`config.mk`:
```
export PLATFORM = sky130hd
export DESIGN_NAME = i4_mode_select
export DESIGN_NICKNAME = d
export VERILOG_FILES = /design/src/vp8_mode_pkg.sv /design/src/i4_mode_select.sv
export SDC_FILE = /design/constraint.sdc
export NUM_CORES = 2
export LEC_CHECK = 0
export BUFFER_PORTS_ARGS = -buffer_cell sky130_fd_sc_hd__buf_2
export CORE_UTILIZATION = 45
export DETAILED_ROUTE_END_ITERATION = 16
export PLACE_DENSITY_LB_ADDON = 0.25
export SLEW_MARGIN = 20
export SYNTH_ARGS = -nofsm -noshare
export SYNTH_HDL_FRONTEND = slang
export SYNTH_SLANG_ARGS = --single-unit
```
`constraint.sdc`:
```
create_clock -name clk -period 16.2 [get_ports clk]
set_clock_uncertainty 0.2 [all_clocks]
set_input_delay 3.24 -clock clk [delete_from_list [all_inputs] [get_ports clk]]
set_output_delay 3.24 -clock clk [all_outputs]
set_load 0.01 [all_outputs]
```
`src/vp8_mode_pkg.sv`:
```
package vp8_mode_pkg;

    // ------------------------------------------------------------------------
    // Intra 4x4 modes kept in this search
    // ------------------------------------------------------------------------

    typedef enum logic [1:0] {
        DC = 2'd0,
        TM = 2'd1,
        VE = 2'd2,
        HE = 2'd3
    } i4_mode_e;

    localparam int NUM_MODES = 4;

    // Header bits per mode, scaled by lambda
    localparam logic [15:0] MODE_COST [NUM_MODES] = '{16'd40, 16'd1151, 16'd1723, 16'd1874};

    // Macroblock header cost for the i4 path
    localparam logic [15:0] MB_MODE_COST = 16'd211;

    typedef logic [31:0] sse_t;
    typedef logic [63:0] score_t;
    typedef logic signed [31:0] lambda_t;

endpackage

```
`src/i4_mode_select.sv`:
```
`timescale 1ns/1ps

module i4_mode_select (
    input  logic                      clk,
    input  logic                      rst_n,
    input  logic                      init_i,
    input  logic                      select_en_i,
    input  logic                      store_i,
    input  vp8_mode_pkg::sse_t        sse_i [vp8_mode_pkg::NUM_MODES],
    input  vp8_mode_pkg::lambda_t     lambda_i4_i,
    input  vp8_mode_pkg::lambda_t     lambda_mode_i,
    output vp8_mode_pkg::i4_mode_e    best_mode_o,
    output vp8_mode_pkg::score_t      score_o
);
    import vp8_mode_pkg::*;

    score_t   cand [NUM_MODES];
    score_t   best_score;
    i4_mode_e best_idx;
    score_t   lam_i4;
    score_t   lam_mode;

    assign lam_i4   = score_t'(lambda_i4_i);
    assign lam_mode = score_t'(lambda_mode_i);

    // Strict compare keeps the lower index on a tie
    always_comb begin
        best_score = '1;
        best_idx   = DC;
        for (int m = 0; m < NUM_MODES; m++) begin
            cand[m] = (score_t'(sse_i[m]) << 8) + score_t'(MODE_COST[m]) * lam_i4;
            if (m == 0 || cand[m] < best_score) begin
                best_score = cand[m];
                best_idx   = i4_mode_e'(m);
            end
        end
    end

    always_ff @(posedge clk or negedge rst_n) begin
        if (!rst_n) begin
            best_mode_o <= DC;
            score_o     <= '0;
        end else begin
            if (select_en_i) begin
                best_mode_o <= best_idx;
            end
            if (init_i) begin
                score_o <= score_t'(MB_MODE_COST) * lam_mode;
            end else if (store_i) begin
                score_o <= score_o + (score_t'(sse_i[best_mode_o]) << 8)
                         + score_t'(MODE_COST[best_mode_o]) * lam_mode;
            end
        end
    end

    a_mode_known: assert property (@(posedge clk) disable iff (!rst_n)
        store_i |-> !$isunknown(best_mode_o));

endmodule

```
==> metrics.cfg <==
[run_status]
status = complete, no violations

[clock_tree]
cts.clk_slew.worst_paths_ns = 0.06
clockBufferDepth = 2
clockRootBuffer = clkbuf_16
cts_buffers = 9
insertion_delay_ns = 0.37
hold_buffers = 0
cts.htree.levels = 3
cts_tree = done
clock-sinks = 66

[global_routing]
antenna_found_initial = 6
grt_pass1_vias = 50389
grt_pass1_wl_microns = 297000
grt_max_degree = 75
grt-ovfl-total = 0
grt_use_total = 0.306

[logic_synthesis]
yosysSeqAreaShare = 0.0289
async_flop_share = 1.00
synth_edf_count = 0
yosysMostFrequentCell = inv_1
synth_cell_types = 108
synthFlopType = dfrtp_1
netlist_area_sq_um = 57100
synth_commonest_cells = 1340 x inv_1, 971 x ha_1, 889 x fa_1
synth_top_area_frac = 0.312
synthTopCellsByArea = fa_1 31%, ha_1 21%, inv_1 8.8%
syn_inst = 6516
synth_fp_nets = 8573
yosys.area.top_type = fa_1
syn_avg_cell_area_sq_um = 8.76
ys_seq_elements = 66
synth_warnings = 0

[floorplanning]
die_area_sq_um = 128000
row_count = 130
core_sq_um = 126000
chipWidth_microns = 358
ios = 263
start_util = 0.454
die_h_microns = 358

[timing]
slew_headroom = 0.273
hold_viol_final = 0
fin_crit_sh = 0.971
setup_viol = 0
finalCriticalPeriod_ns = 15.73
timing.hold.ws_ns = 0.394
timing.fmax_mhz = 63.6
worst_pin_slew_ns = 1.09
drv_slew = 0

[route]
ant_nets = 0
drtPass1Iterations = 6
drt_wl_total_microns = 193000
via_per_inst = 5.56
wl_per_cell_microns = 22.1
drc = 0
drt_iter0_markers = 3249
vias = 48563

[finish]
drive_gt1_frac = 0.127
n_fill_cell = 12094
nNetsFinal = 9135
multi_input_area_sq_um = 50000
seq_area_sq_um = 1660
area_delta_synth_final_pct = 12.1
final_core_util = 0.509

[critical_path]
arrival_ns = 15.77
worst-setup-path-type = input pin to flip-flop
max_stage_delay_ns = 0.45
crit_path_frequent_cell = buf_4
cp_max_fo = 12
critPathLaunchType = input pin
setup.worst_path.end_class = flip-flop
crit_slowest_cell = fa_1
worstPathRequired_ns = 16.24

[worst_hold_path]
hp-class = flip-flop to flip-flop

[place]
hpwl_microns = 171000
port_buffers = 262
finalWeightedCongestion = 0.997

[run]
maxCapViolations = 0

logic make-up (layout without fill, tap and decap cells):
kind of cell	Yosys count	count (layout)	share of synthesized area
adders and majority gates	1861	1861	0.525
AOI/OAI and AO/OA	1395	1395	0.163
and+or+nand+nor	1264	1264	0.108
other	0	3	0
buffers and inverters	1497	2063	0.100
DFF	66	66	0.0289
muxes	72	72	0.0198
xor gates and xnor gates	361	361	0.0554
registers in the layout, summed over array words and instances (netlist names):
register / cells
best_mode_o: 2
score_o: 64
critical path: cells and delay by family:
| kind | cells | cell delay [ns] |
|---|---|---|
| fa+ha+maj | 7 | 1.89 |
| compound gates | 31 | 5.59 |
| simple gates | 14 | 2.70 |
| buf+inv | 14 | 2.18 |
| xor+xnor | 1 | 0.10 |
placed cells by master (no fill, tap or decap), drive strengths merged, types with 131 or more instances in the layout:
master / count
nor2: 279
nand2: 397
xor2: 132
a21o: 246
nand2b: 131
xnor2: 229
o21ai: 238
inv: 1344
buf: 700
ha: 971
fa: 889
a21oi: 424
per-stage QoR:
| step | cell area (sq um) | worst slack, ns | TNS, ns | cells |
|---|---|---|---|---|
| floorplan | 57100 | 0.589 | 0 | 6516 |
| global placement | 63100 | -0.450 | -0.871 | 8688 |
| detailed placement | 63100 | -0.751 | -1.46 | 8688 |
| CTS | 63400 | 0.0141 | 0 | 8703 |
| global route | 64000 | -0.105 | -0.189 | 8733 |
| finish | 64000 | 0.469 | 0 | 8735 |
what timing repair did:
item | in CTS | in global routing
pin swaps | 1 | 53
setup buffers | 0 | 27
cloned | 0 | 2
endpoints found under the setup margin | 2 | 2
gates resized for setup | 4 | 79
final timing paths:
kind / slack, ns / from / end / depth (start not counted)
min in group asynchronous: 2.51 / rst_n / score_o[5] / 1
max in group asynchronous: 12.11 / rst_n / best_mode_o[0] / 2
setup / recovery: 0.47 / lambda_i4_i[1] / best_mode_o[0] / 67
setup reg to reg: 3.26 / best_mode_o[0] / score_o[63] / 34
hold / removal: 0.39 / score_o[28] / score_o[28] / 2
hold reg to reg: 0.39 / score_o[28] / score_o[28] / 2
per-layer routing:
metal / track usage / part of all wire
met5: 0 / 0.000067
met3: 0.0317 / 0.058
met1: 0.407 / 0.43
met2: 0.519 / 0.47
met4: 0.0990 / 0.037
cell type report:
class,count,area share
clock inverter,2,0.000548
timing repair buffer,703,0.0757
sequential,66,0.0259
antenna,3,0.000117
multi-input combinational,4953,0.782
tap,1650,0.0323
inverter,1345,0.0790
clock buffer,13,0.00423
Power is left out: the tool's default activity adds up to more than one toggle a clock period on the data nets, which glitch-free logic cannot reach.
