<file path="config.mk">
export PLATFORM = sky130hd
export DESIGN_NAME = i4_ctrl
export DESIGN_NICKNAME = d
export VERILOG_FILES = /design/src/vp8_mode_pkg.sv /design/src/vp8_pix_pkg.sv /design/src/i4_ctrl.sv
export SDC_FILE = /design/constraint.sdc
export NUM_CORES = 1
export LEC_CHECK = 0
export BUFFER_PORTS_ARGS = -buffer_cell sky130_fd_sc_hd__buf_2
export CORE_MARGIN = 2
export CORE_UTILIZATION = 54
export CTS_CLUSTER_DIAMETER = 30
export DETAILED_ROUTE_END_ITERATION = 10
export PLACE_DENSITY = 0.86
export SETUP_SLACK_MARGIN = 0.2
export SYNTH_ARGS = -nofsm -noshare
export SYNTH_HDL_FRONTEND = slang
export SYNTH_SLANG_ARGS = --single-unit
export TNS_END_PERCENT = 30
</file>
<file path="constraint.sdc">
create_clock -name clk -period 4.3 [get_ports clk]
set_input_delay 1.29 -clock clk [delete_from_list [all_inputs] [get_ports clk]]
set_output_delay 1.29 -clock clk [all_outputs]
set_load 0.01 [all_outputs]
</file>
<file path="src/vp8_mode_pkg.sv">
package vp8_mode_pkg;

    // ------------------------------------------------------------------------
    // Intra 4x4 modes kept in this search
    // ------------------------------------------------------------------------

    typedef enum logic [1:0] {
        DC = 2'd0,
        TM = 2'd1,
        VE = 2'd2,
        HE = 2'd3
    } i4_mode_e;

    localparam int NUM_MODES = 4;

    // Header bits per mode, scaled by lambda
    localparam logic [15:0] MODE_COST [NUM_MODES] = '{16'd40, 16'd1151, 16'd1723, 16'd1874};

    // Macroblock header cost for the i4 path
    localparam logic [15:0] MB_MODE_COST = 16'd211;

    typedef logic [31:0] sse_t;
    typedef logic [63:0] score_t;
    typedef logic signed [31:0] lambda_t;

endpackage

</file>
<file path="src/vp8_pix_pkg.sv">
package vp8_pix_pkg;

    // ------------------------------------------------------------------------
    // Luma sample containers
    // ------------------------------------------------------------------------

    // One 8-bit luma sample
    typedef logic [7:0] pix_t;

    // Four samples of a subblock row, leftmost in the low byte
    typedef logic [31:0] row4_t;

    // 4x4 subblock, top row at the low end
    typedef logic [127:0] blk4_t;

    // 16x16 macroblock in raster order, sample (y,x) at byte 16y+x
    typedef logic [2047:0] mb_t;

    // ------------------------------------------------------------------------
    // Macroblock edges and geometry
    // ------------------------------------------------------------------------

    // 16 samples above plus 4 above-right
    typedef logic [159:0] top_edge_t;
    typedef logic [127:0] left_edge_t;

    typedef logic [3:0] sub_idx_t;

    localparam int NUM_SUB = 16;

endpackage
</file>
<file path="src/i4_ctrl.sv">
`timescale 1ns/1ps

module i4_ctrl (
    input  logic                     clk,
    input  logic                     rst_n,
    input  logic                     start_i,
    input  logic                     sse_done_i,
    input  vp8_mode_pkg::i4_mode_e   best_mode_i,
    output vp8_pix_pkg::sub_idx_t    sub_idx_o,
    output logic                     init_o,
    output logic                     load_edges_o,
    output logic                     sse_start_o,
    output logic                     select_en_o,
    output logic                     store_o,
    output logic [63:0]              modes_o,
    output logic                     done_o
);
    import vp8_pix_pkg::*;
    import vp8_mode_pkg::*;

    typedef enum logic [2:0] {
        IDLE,
        INIT,
        EDGE,
        SSE,
        WAIT,
        SELECT,
        STORE,
        DONE
    } state_e;

    state_e state;
    state_e state_nxt;

    // ------------------------------------------------------------------------
    // Next state
    // ------------------------------------------------------------------------
    always_comb begin
        state_nxt = state;
        case (state)
            IDLE:    if (start_i) state_nxt = INIT;
            INIT:    state_nxt = EDGE;
            EDGE:    state_nxt = SSE;
            SSE:     state_nxt = WAIT;
            WAIT:    if (sse_done_i) state_nxt = SELECT;
            SELECT:  state_nxt = STORE;
            // Last subblock leaves the loop
            STORE:   state_nxt = (int'(sub_idx_o) == NUM_SUB - 1) ? DONE : EDGE;
            DONE:    state_nxt = IDLE;
            default: state_nxt = IDLE;
        endcase
    end

    always_ff @(posedge clk or negedge rst_n) begin
        if (!rst_n) begin
            state     <= IDLE;
            sub_idx_o <= '0;
            modes_o   <= '0;
        end else begin
            state <= state_nxt;
            if (state == INIT) begin
                sub_idx_o <= '0;
            end
            if (state == STORE) begin
                modes_o[4*sub_idx_o +: 4] <= {2'b00, best_mode_i};
                sub_idx_o                 <= sub_idx_o + 4'd1;
            end
        end
    end

    // ------------------------------------------------------------------------
    // Strobes
    // ------------------------------------------------------------------------
    assign init_o       = (state == INIT);
    assign load_edges_o = (state == EDGE);
    assign sse_start_o  = (state == SSE);
    assign select_en_o  = (state == SELECT);
    assign store_o      = (state == STORE);
    assign done_o       = (state == DONE);

    // Single done pulse right after the store that wraps the index
    a_done_pulse: assert property (@(posedge clk) disable iff (!rst_n)
        done_o |-> $past(store_o) && sub_idx_o == '0);

    a_sse_in_wait: assert property (@(posedge clk) disable iff (!rst_n)
        sse_done_i |-> state == WAIT);

endmodule

</file>
==> summary by stage, run 1 <==
Clocking
Buffers added to address setup during post-CTS repair amount to 0. The root buffer cell is clkbuf_8. Counting along the longest clock path gives a buffer depth of 2.

The CTS tree is yes. Clock-pin slew was measured on the worst setup and hold paths at 0.07 ns. The maximum level of the CTS H-tree is 2.

The clock sink total is 39. The count of instances resized after the clock tree is built is 0. Buffers inserted to repair hold after CTS numbered 0. The clock latency at the later pin of the worst-skew pair is 0.30 ns.

The TritonCTS buffer count is 5.

STA
The count of final hold-check violations was 0. Counting I/O delays and the setup requirement, the final critical path takes 2.79 ns. The final number of max-transition violations is 0. The aggregate negative setup slack is 0 ns.

The final worst-path cycle share is 0.650. Timing would allow up to 358 MHz. Setup repair after global routing left no endpoint under its margin. The relative slew slack is 0.438. The worst hold margin is 0.491 ns. The setup-violating endpoint count in the final report is 0.

The transition time of the tightest slew-check pin is approximately 0.84 ns. On the final layout, the worst clock skew is about 0.0051 ns.

Yosys
The area of the mapped netlist is 2260 um2. The distinct cell type count after synthesis is 40. dfrtp_1 is the most common cell in the netlist.

In the post-synthesis netlist, the biggest area contributors are dfrtp_1 (43%), buf_4 (11%), mux2_1 (9.0%). Averaged over all synthesized cells, the footprint is 11.9 um2. The area fraction of the dominant cell type after synthesis is 0.432. The most used flip-flop cell after synthesis is dfrtp_1. The Yosys warning count is 0. The largest total area in the synthesized netlist belongs to dfrtp_1. Ranked by instance count, the synthesized netlist is headed by dfrtp_1 (39), buf_4 (32), mux2_1 (18). The post-synthesis instance total is around 190.

The count of flip-flops with a built-in enable after synthesis is 0. The register bit count reported by yosys is 39. The share of the Yosys chip area taken by registers is 0.432. The proportion of register bits with asynchronous set or reset after synthesis is 1.00.

Die
The core region is ~4000 um2. The die boundary height is 68.7 um. The floorplan step defined a die boundary enclosing about 4700 um2. After floorplanning, the core was divided into 23 placement rows. During I/O placement, the number of pins put on the boundary was 80. The width of the chip is just under 70 um. The initial standard-cell utilization of the core is 0.564.

Worst setup path
The required time of the critical path is 3.01 ns. Data arrives at the worst endpoint at 1.50 ns. STA classifies the critical path endpoint as an output port.

The maximum fanout count along the critical path is 12. The setup path with the least slack is of type reg -> out. The launching element type of the critical path is a register.

Global routing
The total overflow reported by the global router is 0. The first-pass GRT wire length is 6.18 mm. The pin count of the biggest net entering global routing is 40. For this run, the total global-route usage over all layers was measured as 0.181. The via count of the first global-routing pass came to around 1300. The initial antenna violation count is 0.

Routing
After detailed routing, the average wire length per cell comes to 14.2 um. After detailed routing, the number of vias per cell comes to 5.13. After detailed routing, the total wire length is 4.02 mm.

The count of antenna-violating nets left after detailed routing is 0. The detailed-route DRC error count is 0. The number of DRC markers after the initial detailed-route iteration is 73. The total number of vias is 1453. The pre-antenna-repair detailed-routing pass consisted of 4 iterations.

Power and ir drop
The sequential group share of total power is 0.416. The power per cell area is approximately 470 nW/um2. In this run the power spent charging and discharging nets is 449 uW. The fraction of power spent switching nets is 0.387. The standby leakage power is 1.38 nW. Across the VDD grid, the largest voltage drop is 390 uV. The total internal power is 712 uW. The clock network fraction of design power is 0.234. The share of total power dissipated in combinational logic is 0.349.

Place
Including well taps, the total number of placed cells is 275. The congestion estimate from routability-driven global placement came to approximately 0.77. Once placement finished, the instance area stood at around 2400 um2. Detailed placement finished with a half-perimeter wire length of 2.86 mm. The count of buffers added on input and output ports is 47.

Final layout
The antenna diode instance count is 0. The fraction of final layout cells sized beyond drive strength 1 is 0.352. The signed area change from the synthesized netlist to the final layout is 8.87%. Leaving out filler cells and counting taps, the final layout contains 283.

At the end of the flow, the number of nets in the layout was 244. The final design instance area without fill is 2460 um2. Once layout is complete, the utilization of the core stands at 0.614.

Outcome
The flow ran to the end, and the final reports show no timing, DRC or antenna violations.

Flow run
The max-cap check violation count is 0.

Worst hold path
The tightest min-delay check is of the reg -> reg type.
[state kept, by name, indices dropped and copies added (netlist names)]
signal / cells
modes_o: 32
state: 3
sub_idx_o: 4
[worst paths after layout]
kind,to,cells after the start,slack [ns],startpoint
setup / recovery,init_o,3,1.51,state[1]
hold / removal,modes_o[32],1,0.49,modes_o[32]
setup reg to reg,modes_o[33],5,1.76,sub_idx_o[0]
hold reg to reg,modes_o[32],1,0.49,modes_o[32]
max in group asynchronous,modes_o[16],1,2.67,rst_n
min in group asynchronous,modes_o[53],1,1.09,rst_n
[metal layers]
layer | up-vias | part of all wire | GRT usage
li1 | 686 | - | -
met1 | 706 | 0.45 | 0.235
met2 | 55 | 0.47 | 0.270
met3 | 6 | 0.067 | 0.0617
met4 | 0 | 0.014 | 0.0825
met5 | - | 0 | 0
[power by group through the flow]
stage | Sequential, mW | Combinational (mW) | Clock [mW]
detailed placement | 0.489 | 0.401 | 0
finish | 0.483 | 0.405 | 0.272
global placement | 0.484 | 0.394 | 0
CTS | 0.482 | 0.404 | 0.279
global route | 0.492 | 0.445 | 0.292
floorplan | 0.454 | 0.364 | 0
[cell families (layout without fill, tap and decap cells)]
group | after synthesis | after routing | synth area share
mux | 35 | 35 | 0.174
buf+inv | 47 | 60 | 0.147
fa+ha+maj | 6 | 6 | 0.0333
flops | 39 | 39 | 0.432
simple gates | 44 | 44 | 0.128
other cells | 1 | 32 | 0.00166
compound gates | 15 | 15 | 0.0676
xor+xnor | 2 | 2 | 0.0161
[layout make-up]
class | instances | area, um2
fill | 326 | 1540
multi-input combinational | 134 | 1060
sequential | 39 | 976
timing repair buffer | 47 | 235
clock buffer | 8 | 100
tap | 50 | 62.6
inverter | 5 | 18.8
[critical path: stages (launching register included)]
cell and delay [ns]:
dfrtp_1 0.49, or3b_1 0.46, inv_1 0.12, buf_2 0.14
[layout by cell type, fill, tap and decap left out, types with 2 or more instances in the layout]
cell type / n
buf_2: 47
dfrtp_1: 39
conb_1: 32
mux2_1: 18
mux2_2: 15
nand2_1: 7
o211ai_2: 7
nand3_1: 7
clkbuf_8: 7
ha_1: 6
inv_1: 5
nor2b_1: 5
nor3_1: 3
nor2_1: 3
and3b_1: 2
and3_1: 2
nor3b_1: 2
nand3_2: 2
o21ai_0: 2
nor4b_1: 2
mux2i_1: 2
[through the flow]
stage / total power [mW] / setup WS, ns
6_report: 1.16 / 1.51
5_1_grt: 1.23 / 1.44
4_1_cts: 1.17 / 1.50
3_5_place_dp: 0.890 / 1.79
3_3_place_gp: 0.878 / 1.86
2_1_floorplan: 0.818 / 1.97
No activity file was read; power rests on OpenSTA's default activity.
==> run 2, diff against run 1 <==
--- a/config.mk
+++ b/config.mk
@@ -7,10 +7,10 @@
 export LEC_CHECK = 0
 export BUFFER_PORTS_ARGS = -buffer_cell sky130_fd_sc_hd__buf_2
 export CORE_MARGIN = 2
-export CORE_UTILIZATION = 54
+export CORE_UTILIZATION = 45
 export CTS_CLUSTER_DIAMETER = 30
 export DETAILED_ROUTE_END_ITERATION = 10
-export PLACE_DENSITY = 0.86
+export PLACE_DENSITY = 0.76
 export SETUP_SLACK_MARGIN = 0.2
 export SYNTH_ARGS = -nofsm -noshare
 export SYNTH_HDL_FRONTEND = slang
==> constraint.sdc (replaced) <==
create_clock -name clk -period 2.45 [get_ports clk]
set_input_delay 0.735 -clock clk [delete_from_list [all_inputs] [get_ports clk]]
set_output_delay 0.735 -clock clk [all_outputs]
set_load 0.01 [all_outputs]
==> run 2 against run 1 <==
- cell area up 3.6%
- sequential share of layout area down 1.3 points
- power up 91%
- wire length down 2.5%
- clock-buffer cell count down 2
- die area up 19%
- sequential power up 66%
- critical path type unchanged
- largest cell class unchanged
==> summary by stage, run 2 (synthesized netlist as in run 1, its figures left out) <==
Outcome
The flow ran to the end, and the final reports show no timing, DRC or antenna violations.

Place
After detailed placement, the total cell area comes to 2410 um2. Including well taps, the total number of placed cells is 296. The number of port buffers is 47. The post-DP HPWL is between 2 and 3 mm.

Routability-driven placement finished with a final weighted congestion of 0.819.

STA
Setup repair after global routing could not meet its margin everywhere. The final worst-path cycle share is 0.884. The clock skew is slightly above 0.007 ns. The worst pin sits at a relative slew slack of 0.439.

The final number of max-transition violations is 0. The count of final hold-check violations is 0. Static timing analysis puts the maximum clock frequency at 462 MHz. The transition time of the tightest slew-check pin is ~0.84 ns. For the final routed database, the setup TNS stands at 0 ns. Setup violations remaining at the end of the flow were counted as 0.

The clock period minus worst slack is 2.17 ns.

Worst setup path
The endpoint identified for the worst register-to-register timing path is modes_o[17]. Along the worst path, the maximum fanout reaches 12. For this run, the slowest stage of the critical path takes 0.48 ns. The source of the critical timing path is state[2]. The endpoint kind of the worst setup timing path is an output port. The critical path goes through or3b_1 -> inv_1 -> buf_2. The capture point of the worst path is init_o. For the worst flop-to-flop path, the logic depth is 5. STA puts the critical path data required time at 1.71 ns. The setup check on the worst reg-to-reg path leaves a slack of ~0.3 ns. STA classifies the critical path startpoint as a register.

STA puts the critical path data arrival time at about 1.4 ns. The classification of the worst setup path is reg -> out. In this run the critical register-to-register path is launched from sub_idx_o[1]. The cell with the largest stage delay on the worst path is dfrtp_2.

Global routing
Across every metal layer, demand over resource in global routing totals 0.152. The total overflow reported by the global router is 0. The global routing usage on met3 is 0.0415. The first-pass GRT wire length is 6.41 mm.

The via count of the first global-routing pass is 1311. For met1 alone, demand over resource in global routing was 0.204. The busiest layer in global routing is met2. The initial antenna violation count is 0. The met2 routing resource usage after global routing is 0.241.

Entering global routing, the biggest net connects 40 pins.

Power and ir drop
The total power is 2.22 mW. The standby leakage power is 1.41 nW. The switching power total is 788 uW. The fraction of power spent switching nets is 0.355. The sequential group share of total power is 0.362. The worst-case IR drop observed on VDD is ~500 uV.

The power per cell area is slightly below 900 nW/um2. The portion of total power attributed to combinational logic is 0.355. The share of total power dissipated in the clock network is 0.283.

Internal power comes to between 1 and 1.5 mW.

Clocking
The H-tree was split into 2 levels. The clock sink total is 39. The clock edge transition at the registers on the reported setup and hold paths is 0.08 ns. The clock latency at the later pin of the worst-skew pair is 0.29 ns. After clock tree synthesis, the flow added hold-fix buffers numbering 0.

The post-CTS setup buffer count is 0. The TritonCTS buffer count is 5. The largest buffer count on any clock path is 2. The root buffer cell is clkbuf_8. The CTS tree is yes.

Die
The initial standard-cell utilization of the core is 0.472. The floorplan step defined a die boundary enclosing 5600 um2. The floorplan step set the die height to 74.8 um. The count of standard-cell rows is 25.

The number of placed I/O pins is 80. The total area inside the core boundary comes to 4790 um2. The die is 74.8 um wide.

Final layout
The final net count is ~250. The largest registers in the layout are modes_o: 32 flops, sub_idx_o: 4 flops, state: 3 flops. The register ranked first by flip-flop count is modes_o.

After routing the design area is between 2000 and 3000 um2. Leaving out fill and tap cells, the most frequent cell in the layout is buf_2. The layout has 441 filler cells.

The top cell types in the final layout, fill and taps aside, are buf_2 (47), dfrtp_1 (37), conb_1 (32). The signed area change from the synthesized netlist to the final layout is 12.8%. In the final layout, the share of cells above drive strength 1 is 0.376. The number of flip-flops under the largest register name is 32. The antenna diode instance count is 0.

The number of non-filler instances in the completed layout is around 300. At the end of the flow the core is filled with cells to 0.532.

Routing
The count of antenna-violating nets left after detailed routing is 0. The first routing iteration left 50 violations. After detailed routing, the average wire length per cell comes to ~13 um. The detailed-route wire length is 3.92 mm. Dividing the detail-routed via count by the number of cells gives approximately 4.8.

The routed layout has 1460 vias. The iteration count of the initial detailed-routing pass is 4. The detailed-route DRC error count is 0.

Flow run
Max-cap violations in this run came to 0.

Worst hold path
The path type of the worst min-delay path is reg -> reg. The cell count of the worst hold path is 1. In this run the most critical hold path is launched from modes_o[29].
## run 2: stage by stage
stage	hold slack, ns	setup WS, ns
2_1_floorplan	0.439	0.203
3_3_place_gp	0.473	0.219
3_5_place_dp	0.476	0.181
4_1_cts	0.493	0.238
5_1_grt	0.505	0.169
6_report	0.490	0.284
## run 2: worst max-delay path, delay by kind of cell, from the launching register on
family / cells / cell delay, ns
buffers and inverters: 2 / 0.25
flip-flops: 1 / 0.48
AND/OR/NAND/NOR: 1 / 0.42
## run 2: power groups by stage
stage | clock, mW | sequential (mW) | combinational, mW
2_1_floorplan | 0 | 0.797 | 0.639
3_3_place_gp | 0 | 0.809 | 0.777
3_5_place_dp | 0 | 0.813 | 0.786
4_1_cts | 0.640 | 0.799 | 0.793
5_1_grt | 0.664 | 0.821 | 0.866
6_report | 0.627 | 0.803 | 0.788
## run 2: layout make-up
| cell class | count | area (um2) | area share |
|---|---|---|---|
| Clock buffer | 6 | 72.6 | 0.0285 |
| Clock inverter | 2 | 60.1 | 0.0236 |
| Inverter | 5 | 18.8 | 0.00737 |
| Multi-Input combinational cell | 134 | 1070 | 0.419 |
| Sequential cell | 39 | 978 | 0.384 |
| Tap cell | 67 | 83.8 | 0.0329 |
| Timing Repair Buffer | 51 | 265 | 0.104 |
## run 2: worst min path at each step
| stage | to | slack (ns) |
|---|---|---|
| 2_1_floorplan | modes_o[0] | 0.44 |
| 3_3_place_gp | modes_o[61] | 0.47 |
| 3_5_place_dp | modes_o[21] | 0.48 |
| 4_1_cts | modes_o[21] | 0.49 |
| 5_1_grt | modes_o[57] | 0.51 |
| 6_report | modes_o[29] | 0.49 |
## run 2: routing by layer
metal  share of wire  vias to the layer above
li1                -                      698
met1            0.45                      703
met2            0.48                       54
met3           0.059                        5
met4           0.011                        0
met5               0                        -
## run 2: what timing repair did
item                       CTS  global route
resized for setup            1             2
pin swaps                    0             0
setup endpoints to repair   12             5
