**src/vp8_mode_pkg.sv**
```systemverilog
package vp8_mode_pkg;

    // ------------------------------------------------------------------------
    // Intra 4x4 modes kept in this search
    // ------------------------------------------------------------------------

    typedef enum logic [1:0] {
        DC = 2'd0,
        TM = 2'd1,
        VE = 2'd2,
        HE = 2'd3
    } i4_mode_e;

    localparam int NUM_MODES = 4;

    // Header bits per mode, scaled by lambda
    localparam logic [15:0] MODE_COST [NUM_MODES] = '{16'd40, 16'd1151, 16'd1723, 16'd1874};

    // Macroblock header cost for the i4 path
    localparam logic [15:0] MB_MODE_COST = 16'd211;

    typedef logic [31:0] sse_t;
    typedef logic [63:0] score_t;
    typedef logic signed [31:0] lambda_t;

endpackage

```
**src/vp8_pix_pkg.sv**
```systemverilog
package vp8_pix_pkg;

    // ------------------------------------------------------------------------
    // Luma sample containers
    // ------------------------------------------------------------------------

    // One 8-bit luma sample
    typedef logic [7:0] pix_t;

    // Four samples of a subblock row, leftmost in the low byte
    typedef logic [31:0] row4_t;

    // 4x4 subblock, top row at the low end
    typedef logic [127:0] blk4_t;

    // 16x16 macroblock in raster order, sample (y,x) at byte 16y+x
    typedef logic [2047:0] mb_t;

    // ------------------------------------------------------------------------
    // Macroblock edges and geometry
    // ------------------------------------------------------------------------

    // 16 samples above plus 4 above-right
    typedef logic [159:0] top_edge_t;
    typedef logic [127:0] left_edge_t;

    typedef logic [3:0] sub_idx_t;

    localparam int NUM_SUB = 16;

endpackage
```
**src/i4_predict.sv**
```systemverilog
`timescale 1ns/1ps

module i4_predict (
    input  vp8_pix_pkg::row4_t  top_i,
    input  vp8_pix_pkg::row4_t  top_right_i,
    input  vp8_pix_pkg::row4_t  left_i,
    input  vp8_pix_pkg::pix_t   corner_i,
    output vp8_pix_pkg::blk4_t  pred_o [vp8_mode_pkg::NUM_MODES]
);
    import vp8_pix_pkg::*;
    import vp8_mode_pkg::*;

    function automatic pix_t avg3(input pix_t a, input pix_t b, input pix_t c);
        logic [9:0] s;
        s = 10'(a) + 10'(2 * b) + 10'(c) + 10'd2;
        return s[9:2];
    endfunction

    pix_t       t [-1:4];
    pix_t       l [-1:4];
    pix_t       ve_row [4];
    logic [10:0] dc_sum;
    logic signed [10:0] tm;

    // Neighbour arrays padded with the corner and the far edge sample
    always_comb begin
        t[-1] = corner_i;
        l[-1] = corner_i;
        for (int k = 0; k < 4; k++) begin
            t[k] = top_i[8*k +: 8];
            l[k] = left_i[8*k +: 8];
        end
        t[4] = top_right_i[7:0];
        l[4] = left_i[31:24];
    end

    always_comb begin
        dc_sum = 11'd4;
        for (int k = 0; k < 4; k++) begin
            dc_sum = dc_sum + 11'(t[k]) + 11'(l[k]);
            ve_row[k] = avg3(t[k-1], t[k], t[k+1]);
        end

        for (int y = 0; y < 4; y++) begin
            for (int x = 0; x < 4; x++) begin
                pred_o[DC][8*(4*y+x) +: 8] = dc_sum[10:3];

                tm = 11'(l[y]) + 11'(t[x]) - 11'(corner_i);
                if (tm < 0) begin
                    pred_o[TM][8*(4*y+x) +: 8] = 8'd0;
                end else if (tm > 255) begin
                    pred_o[TM][8*(4*y+x) +: 8] = 8'd255;
                end else begin
                    pred_o[TM][8*(4*y+x) +: 8] = tm[7:0];
                end

                pred_o[VE][8*(4*y+x) +: 8] = ve_row[x];
                // Bottom row repeats L3 as its lower neighbour
                pred_o[HE][8*(4*y+x) +: 8] = avg3(l[y-1], l[y], l[y+1]);
            end
        end
    end

endmodule

```
**config.mk**
```make
export PLATFORM = sky130hd
export DESIGN_NAME = i4_predict
export DESIGN_NICKNAME = d
export VERILOG_FILES = /design/src/vp8_mode_pkg.sv /design/src/vp8_pix_pkg.sv /design/src/i4_predict.sv
export SDC_FILE = /design/constraint.sdc
export NUM_CORES = 1
export LEC_CHECK = 0
export BUFFER_PORTS_ARGS = -buffer_cell sky130_fd_sc_hd__buf_2
export CORE_AREA = 8 8 236 238
export DETAILED_ROUTE_END_ITERATION = 6
export DIE_AREA = 0 0 244 246
export PLACE_DENSITY = 0.64
export SYNTH_ARGS = -nofsm -noshare
export SYNTH_HDL_FRONTEND = slang
export SYNTH_SLANG_ARGS = --single-unit
```
**constraint.sdc**
```tcl
create_clock -name vclk -period 14.25
set_input_delay 2.1375 -clock vclk [all_inputs]
set_output_delay 2.1375 -clock vclk [all_outputs]
set_load 0.01 [all_outputs]
```
==> metrics.cfg, run 1 <==
[critical_path]
cp-start-kind = input port
path_buf_inv = 4
crit_chain = buf_2 -> inv_1 -> fa_1 -> inv_1 -> fa_1 -> fa_1 -> fa_1 -> ha_1 -> and4bb_2 -> nor4_2 -> nor3_1 -> o41a_1 -> nor3_2 -> buf_2
worstSetupEndpointType = output port
slowest_stage = nor3_2
cpPeakStageDelay_ns = 0.69
cp.required_ns = 12.11
criticalPathCategory = input port to output port
critPathTopFamily = adder cells
arrival_ns = 7.35
cp_common_cell = fa_1
cp_max_fo = 16

[floorplanning]
start_util_pct = 33.7
core_area_um2 = 52000
io_pins = 616
dieArea_um2 = 60000
rows = 84
fp.dieW_um = 244
chipHeight_um = 246

[finish]
seqCellArea_um2 = 0
layout_common_cells = buf_2 (592), inv_1 (428), fa_1 (224)
fin_cells = 3132
final_common_cell = buf_2
fillCellCount = 5594
area_delta_synth_final_pct = 8.60
drive_gt1_share_pct = 26.1
nClkBuffers = 0
finish.utilization_pct = 36.6
seq_cells = 0
nNetsFinal = 2992
multi_input_area_um2 = 13600

[timing]
slew-limit-headroom_pct = 22.6
fmaxAchievable_mhz = 105
maxSlewViolCount = 0
setup_violations = 0
totalNegativeSetupSlack_ns = 0
fin_crit_ns = 9.48
fin_crit_sh_pct = 66.6
rsz0062_at_grt = false
hold_violations = 0
tightest_slew_ns = 1.16

[worst_hold_path]
min_from = top_i[23]
hold-path-cell-count = 4
min_path_type = input port to output port
min_to = pred_o[183]

[cts]
cts_hold_buffers = 0
postCtsSetupBuffers = 0
cts_resized = 0

[global_route]
grt_use_total_pct = 21.0
busiest_layer = met2
grtUsageMet1_pct = 26.9
grt_pass1_wl_mm = 95.8
grt_pass1_vias = 15300
grt-ovfl-total = 0
antenna_found_initial = 3
grtUsageMet3_pct = 4.14
grt_use_met2_pct = 36.5
grt_start_max_net_pins = 19

[power_and_ir_drop]
leakage_nw = 10.1
vdd_drop_max_mv = 1.09
total_power_w = 0.00423
power_density_nw_per_um2 = 222

[drt]
dr_total_vias = 15400
wl_per_cell_um = 21.2
vias_per_cell = 4.93
drc_errors = 0
drt_iter0_markers = 1085
drt_wl_total_mm = 66.5
ant_nets = 0
first_pass_iters = 7

[run]
maxCapViolCount = 0

[yosys]
muxShareOfSynthArea_pct = 0.0570
synth_compound_area_share_pct = 19.7
synth_area_leader_cell = fa_1
synth_xor_area_share_pct = 6.79
synth_fa_ha_area_share_pct = 41.2
synth_nets = 2710
yosysWarnings = 0
synth-simple-area-share_pct = 9.70
syn_inst = 2163
synth_top_family_by_area = adder cells
synth_area_leaders = fa_1 (26%), ha_1 (16%), buf_4 (13%)
synthDistinctLibCells = 62
yosysTopAreaCellShare_pct = 25.6
ys_seq_area_share_pct = 0
synth_area_um2 = 17500
avgSynthCellArea_um2 = 8.11

[placement]
dp_hpwl_mm = 56.4
io_buffers = 592
dp.cells = 3131
gp_congestion = 0.885

[outcome]
run_status = finished, final reports clean

Yosys cell counts (33+ instances only):
cell	count
inv_1	428
buf_4	312
fa_1	224
ha_1	219
a21oi_1	149
nor2_1	106
o21ai_0	93
xnor2_1	70
xor2_1	66
o21a_1	52
nor2b_1	41
a21o_1	36
nand2_1	33
layout make-up:
type	count	share of cell area (%)
diodes	1	0.0131
inverters	428	8.43
multi-input cells	1419	71.3
well taps	688	4.52
repair buffers	596	15.7
worst min-delay path, delay by kind of cell:
family / cells / cell delay (ns)
adder cells (fa/ha/maj): 1 / 0.15
buffers and inverters: 2 / 0.28
AND/OR/NAND/NOR: 1 / 0.13
metal layers:
metal | vias to the layer above | wire, um
li1 | 7416 | -
met3 | 69 | 5080
met5 | - | 25
met4 | 4 | 1600
met1 | 7314 | 28000
met2 | 636 | 31800
per-stage QoR:
stage                     setup slack [ns]  area (um2)  hold WS [ns]
after floorplan                       5.16       17500          4.52
after global placement                4.82       19100          4.83
after detailed placement              4.74       19100          4.83
after CTS                             4.74       19100          4.83
after global routing                  4.43       19100          4.87
final                                 4.77       19100          4.84
report_power, final:
part / internal (W) / total, W / switching (W)
Sequential: 0 / 0 / 0
Clock: 0.00000000000941 / 0.00000000000941 / 0
Combinational: 0.00161 / 0.00423 / 0.00262
Total: 0.00161 / 0.00423 / 0.00262
cells by family (layout without fill, tap and decap cells):
logic type,after synthesis,count (layout)
AOI/OAI and AO/OA,518,518
adders and majority gates,443,443
xor gates and xnor gates,136,136
other,0,1
buffers and inverters,744,1024
and+or+nand+nor,321,321
muxes,1,1
worst max path at each step:
| stage | from | end | slack (ns) | depth (start not counted) |
|---|---|---|---|---|
| after floorplan | top_i[3] | pred_o[398] | 5.16 | 15 |
| after global placement | top_i[18] | pred_o[486] | 4.82 | 14 |
| after detailed placement | top_i[18] | pred_o[486] | 4.74 | 14 |
| after CTS | top_i[18] | pred_o[486] | 4.74 | 14 |
| after global routing | top_i[20] | pred_o[437] | 4.43 | 16 |
| final | top_i[18] | pred_o[486] | 4.77 | 14 |
No activity file was read; power rests on OpenSTA's default activity.
==> run 2, diff against run 1 <==
--- a/config.mk
+++ b/config.mk
@@ -6,10 +6,10 @@
 export NUM_CORES = 1
 export LEC_CHECK = 0
 export BUFFER_PORTS_ARGS = -buffer_cell sky130_fd_sc_hd__buf_2
-export CORE_AREA = 8 8 236 238
+export CORE_AREA = 8 8 235 237
 export DETAILED_ROUTE_END_ITERATION = 6
-export DIE_AREA = 0 0 244 246
-export PLACE_DENSITY = 0.64
+export DIE_AREA = 0 0 243 245
+export PLACE_DENSITY = 0.67
 export SYNTH_ARGS = -nofsm -noshare
 export SYNTH_HDL_FRONTEND = slang
 export SYNTH_SLANG_ARGS = --single-unit
==> constraint.sdc (replaced) <==
create_clock -name vclk -period 8.38
set_input_delay 1.257 -clock vclk [all_inputs]
set_output_delay 1.257 -clock vclk [all_outputs]
set_load 0.01 [all_outputs]
==> metrics.cfg, run 2 (synthesis gave the netlist of run 1 again) <==
[outcome]
run_status = finished, final reports clean

[timing]
fin_crit_sh_pct = 86.2
totalNegativeSetupSlack_ns = 0
maxSlewViolCount = 0
tightest_slew_ns = 1.05
fmaxAchievable_mhz = 138
fin_crit_ns = 7.22
setup_violations = 0
hold_violations = 0
slew-limit-headroom_pct = 29.6
rsz0062_at_grt = false
setup_ws_ns = 1.16

[finish]
antenna_cells = 0
area_delta_synth_final_pct = 9.61
seqCellArea_um2 = 0
nClkBuffers = 0
final_common_cell = buf_2
layout_common_cells = buf_2 (592), inv_1 (428), fa_1 (224)
nNetsFinal = 3016
fillCellCount = 5526
fin_area_um2 = 19200
fin_cells = 3155
drive_gt1_share_pct = 26.8
seq_cells = 0

[floorplanning]
rows = 84
dieArea_um2 = 59500
chipHeight_um = 245
fp.dieW_um = 243
io_pins = 616
core_area_um2 = 51700
start_util_pct = 33.9

[cts]
postCtsSetupBuffers = 0
cts_resized = 0
cts_hold_buffers = 0

[worst_hold_path]
min_path_type = input port to output port
hold-path-cell-count = 4

[drt]
vias_per_cell = 4.96
first_pass_iters = 5
wl_per_cell_um = 21.4
ant_nets = 0
dr_total_vias = 15600
drt_iter0_markers = 928
drc_errors = 0
drt_wl_total_mm = 67.6

[global_route]
grt_pass1_vias = 15700
grt_pass1_wl_mm = 98.9
antenna_found_initial = 2
grt_start_max_net_pins = 19
grt-ovfl-total = 0
grt_use_total_pct = 21.6

[run]
maxCapViolCount = 0

[critical_path]
arrival_ns = 5.97
cp.required_ns = 7.12
worstSetupEndpointType = output port
crit_end = pred_o[468]
criticalPathCategory = input port to output port
slowest_stage = fa_1
cp_max_fo = 16
crit_chain = buf_2 -> inv_1 -> fa_1 -> inv_1 -> fa_1 -> fa_1 -> inv_1 -> fa_1 -> inv_1 -> ha_1 -> o21a_1 -> nor2_1 -> o31ai_1 -> a211oi_1 -> nor3_2 -> buf_2
cp-start-kind = input port
crit_path_start = top_i[12]
cpPeakStageDelay_ns = 0.66

[power_and_ir_drop]
power_density_nw_per_um2 = 375
leakage_nw = 10.3
vdd_drop_max_mv = 1.93

[placement]
io_buffers = 592
dp.cells = 3155
dpl-instance-area_um2 = 19200
gp_congestion = 0.970
place_worst_setup_slack_ns = 1.10
dp_hpwl_mm = 58.7

## run 2: area by class of cell
cell class / count / area, um2 / share of cell area [%]
Timing Repair Buffer: 620 / 3170 / 16.5
Tap cell: 688 / 861 / 4.48
Multi-Input combinational cell: 1419 / 13600 / 70.7
Inverter: 428 / 1610 / 8.35
## run 2: worst min-delay path by stage
stage                  endpoint            from
floorplan             pred_o[0]     corner_i[1]
global placement    pred_o[216]  top_right_i[1]
detailed placement  pred_o[248]  top_right_i[1]
CTS                 pred_o[248]  top_right_i[1]
global route        pred_o[248]  top_right_i[1]
finish              pred_o[184]  top_right_i[1]
## run 2: layer usage
layer / vias to the layer above / global-route usage, % / share of wire (%)
li1: 7453 / - / -
met1: 7555 / 27.6 / 42
met2: 571 / 38.9 / 50
met3: 63 / 2.65 / 5.6
met4: 2 / 4.25 / 2.2
met5: - / 0 / 0.022
## run 2: stage by stage
step	utilization, %	hold slack [ns]	power [W]
finish	37.2	3.07	0.00721
global route	37.2	3.12	0.00792
CTS	37.2	3.09	0.00735
detailed placement	37.2	3.10	0.00731
global placement	37.2	3.07	0.00728
floorplan	-	2.76	0.00665
## run 2: where the power goes
part | internal (W) | total, W | switching, W | leakage [nW]
Sequential | 0 | 0 | 0 | 0
Clock | 0 | 0 | 0 | 0
Combinational | 0.00280 | 0.00721 | 0.00441 | 10.3
## run 2: critical path: cells and delay by family
family / cells / cell delay [ns]
adders and majority gates: 5 / 2.55
and+or+nand+nor: 2 / 0.72
AOI/OAI and AO/OA: 3 / 0.64
buffers and inverters: 6 / 0.76
==> run 3, diff against run 2 <==
--- a/config.mk
+++ b/config.mk
@@ -9,7 +9,8 @@
 export CORE_AREA = 8 8 235 237
 export DETAILED_ROUTE_END_ITERATION = 6
 export DIE_AREA = 0 0 243 245
-export PLACE_DENSITY = 0.67
+export PLACE_DENSITY_LB_ADDON = 0.08
 export SYNTH_ARGS = -nofsm -noshare
 export SYNTH_HDL_FRONTEND = slang
 export SYNTH_SLANG_ARGS = --single-unit
+export TNS_END_PERCENT = 100
==> metrics.cfg, run 3 (synthesis gave the netlist of run 1 again) <==
[outcome]
run_status = finished, final reports clean

[critical_path]
cp.required_ns = 7.12
crit_chain = buf_2 -> inv_1 -> fa_1 -> inv_1 -> fa_1 -> fa_1 -> inv_1 -> fa_1 -> inv_1 -> ha_1 -> o21a_1 -> nor2_1 -> nor3_1 -> nor3_1 -> xnor2_1 -> buf_2
slowest_stage = xnor2_1
cp_max_fo = 16
arrival_ns = 6.04
criticalPathCategory = input port to output port
worstSetupEndpointType = output port
cp-start-kind = input port
cpPeakStageDelay_ns = 0.67

[floorplanning]
core_area_um2 = 51700
dieArea_um2 = 59500
chipHeight_um = 245
rows = 84
fp.dieW_um = 243
start_util_pct = 33.9
io_pins = 616

[finish]
multi_input_area_um2 = 13600
fillCellCount = 5476
nClkBuffers = 0
seq_cells = 0
final_common_cell = buf_2
area_delta_synth_final_pct = 9.80
layout_common_cells = buf_2 (592), inv_1 (428), fa_1 (224)
nNetsFinal = 3020
drive_gt1_share_pct = 27.0
fin_cells = 3160
seqCellArea_um2 = 0

[power_and_ir_drop]
power_density_nw_per_um2 = 373
leakage_nw = 10.3
vdd_drop_max_mv = 1.60

[drt]
ant_nets = 0
drt_wl_total_mm = 70.7
drt_iter0_markers = 693
drc_errors = 0
wl_per_cell_um = 22.4
dr_total_vias = 15700
first_pass_iters = 5
vias_per_cell = 4.98

[placement]
gp_congestion = 0.922
dp_hpwl_mm = 61.6
dp.cells = 3159
io_buffers = 592

[timing]
rsz0062_at_grt = false
slew-limit-headroom_pct = 15.8
setup_violations = 0
hold_violations = 0
fin_crit_ns = 7.29
tightest_slew_ns = 1.25
fin_crit_sh_pct = 87.0
fmaxAchievable_mhz = 137
maxSlewViolCount = 0
totalNegativeSetupSlack_ns = 0

[cts]
cts_resized = 0
postCtsSetupBuffers = 0
cts_hold_buffers = 0

[global_route]
grt_use_total_pct = 22.6
grt-ovfl-total = 0
grt_pass1_vias = 16400
antenna_found_initial = 3
grt_start_max_net_pins = 19
grt_pass1_wl_mm = 104

[worst_hold_path]
min_to = pred_o[184]
min_path_type = input port to output port
min_from = top_right_i[1]
hold-path-cell-count = 4

[run]
maxCapViolCount = 0

run 3: cell type report:
cell class	instances	share of cell area, %
multi-input combinational	1419	70.6
timing repair buffer	624	16.6
inverter	428	8.34
tap	688	4.47
antenna	1	0.0130
run 3: worst max-delay path by stage:
stage                        endpoint  slack (ns)       start
after floorplan           pred_o[398]        1.05    top_i[3]
after global placement    pred_o[453]        1.07  left_i[12]
after detailed placement  pred_o[445]         1.0  left_i[12]
after CTS                 pred_o[445]        0.98  left_i[12]
after global routing      pred_o[389]        0.65  left_i[12]
final                     pred_o[445]        1.09   left_i[3]
run 3: per-layer routing:
layer,up-vias,GRT usage [%],wire length (um)
li1,7447,-,-
met1,7699,29.6,31600
met2,526,40.6,34700
met3,72,1.74,2670
met4,0,4.78,1760
met5,-,0,0
run 3: worst max-delay path: cells and delay by family:
kind / cells / cell delay (ns)
AO/OA/AOI/OAI: 1 / 0.11
XOR/XNOR: 1 / 0.67
adder cells (fa/ha/maj): 5 / 2.33
buffers and inverters: 6 / 1.01
AND/OR/NAND/NOR: 3 / 0.65
run 3: where the power goes:
group / internal, W / total, W / switching (W)
combinational: 0.00279 / 0.00719 / 0.00441
clock: 0.0000000000159 / 0.0000000000160 / 0
sequential: 0 / 0 / 0
total: 0.00279 / 0.00719 / 0.00441
run 3: metrics by stage:
stage / worst slack (ns) / hold WS [ns] / cell area [um2] / total power [W] / util [%]
after CTS: 0.980 / 3.09 / 19300 / 0.00733 / 37.3
after floorplan: 1.05 / 2.76 / 17500 / 0.00665 / -
final: 1.09 / 3.09 / 19300 / 0.00719 / 37.3
after global placement: 1.07 / 3.08 / 19300 / 0.00731 / 37.3
after detailed placement: 0.996 / 3.09 / 19300 / 0.00729 / 37.3
after global routing: 0.652 / 3.11 / 19300 / 0.00787 / 37.3
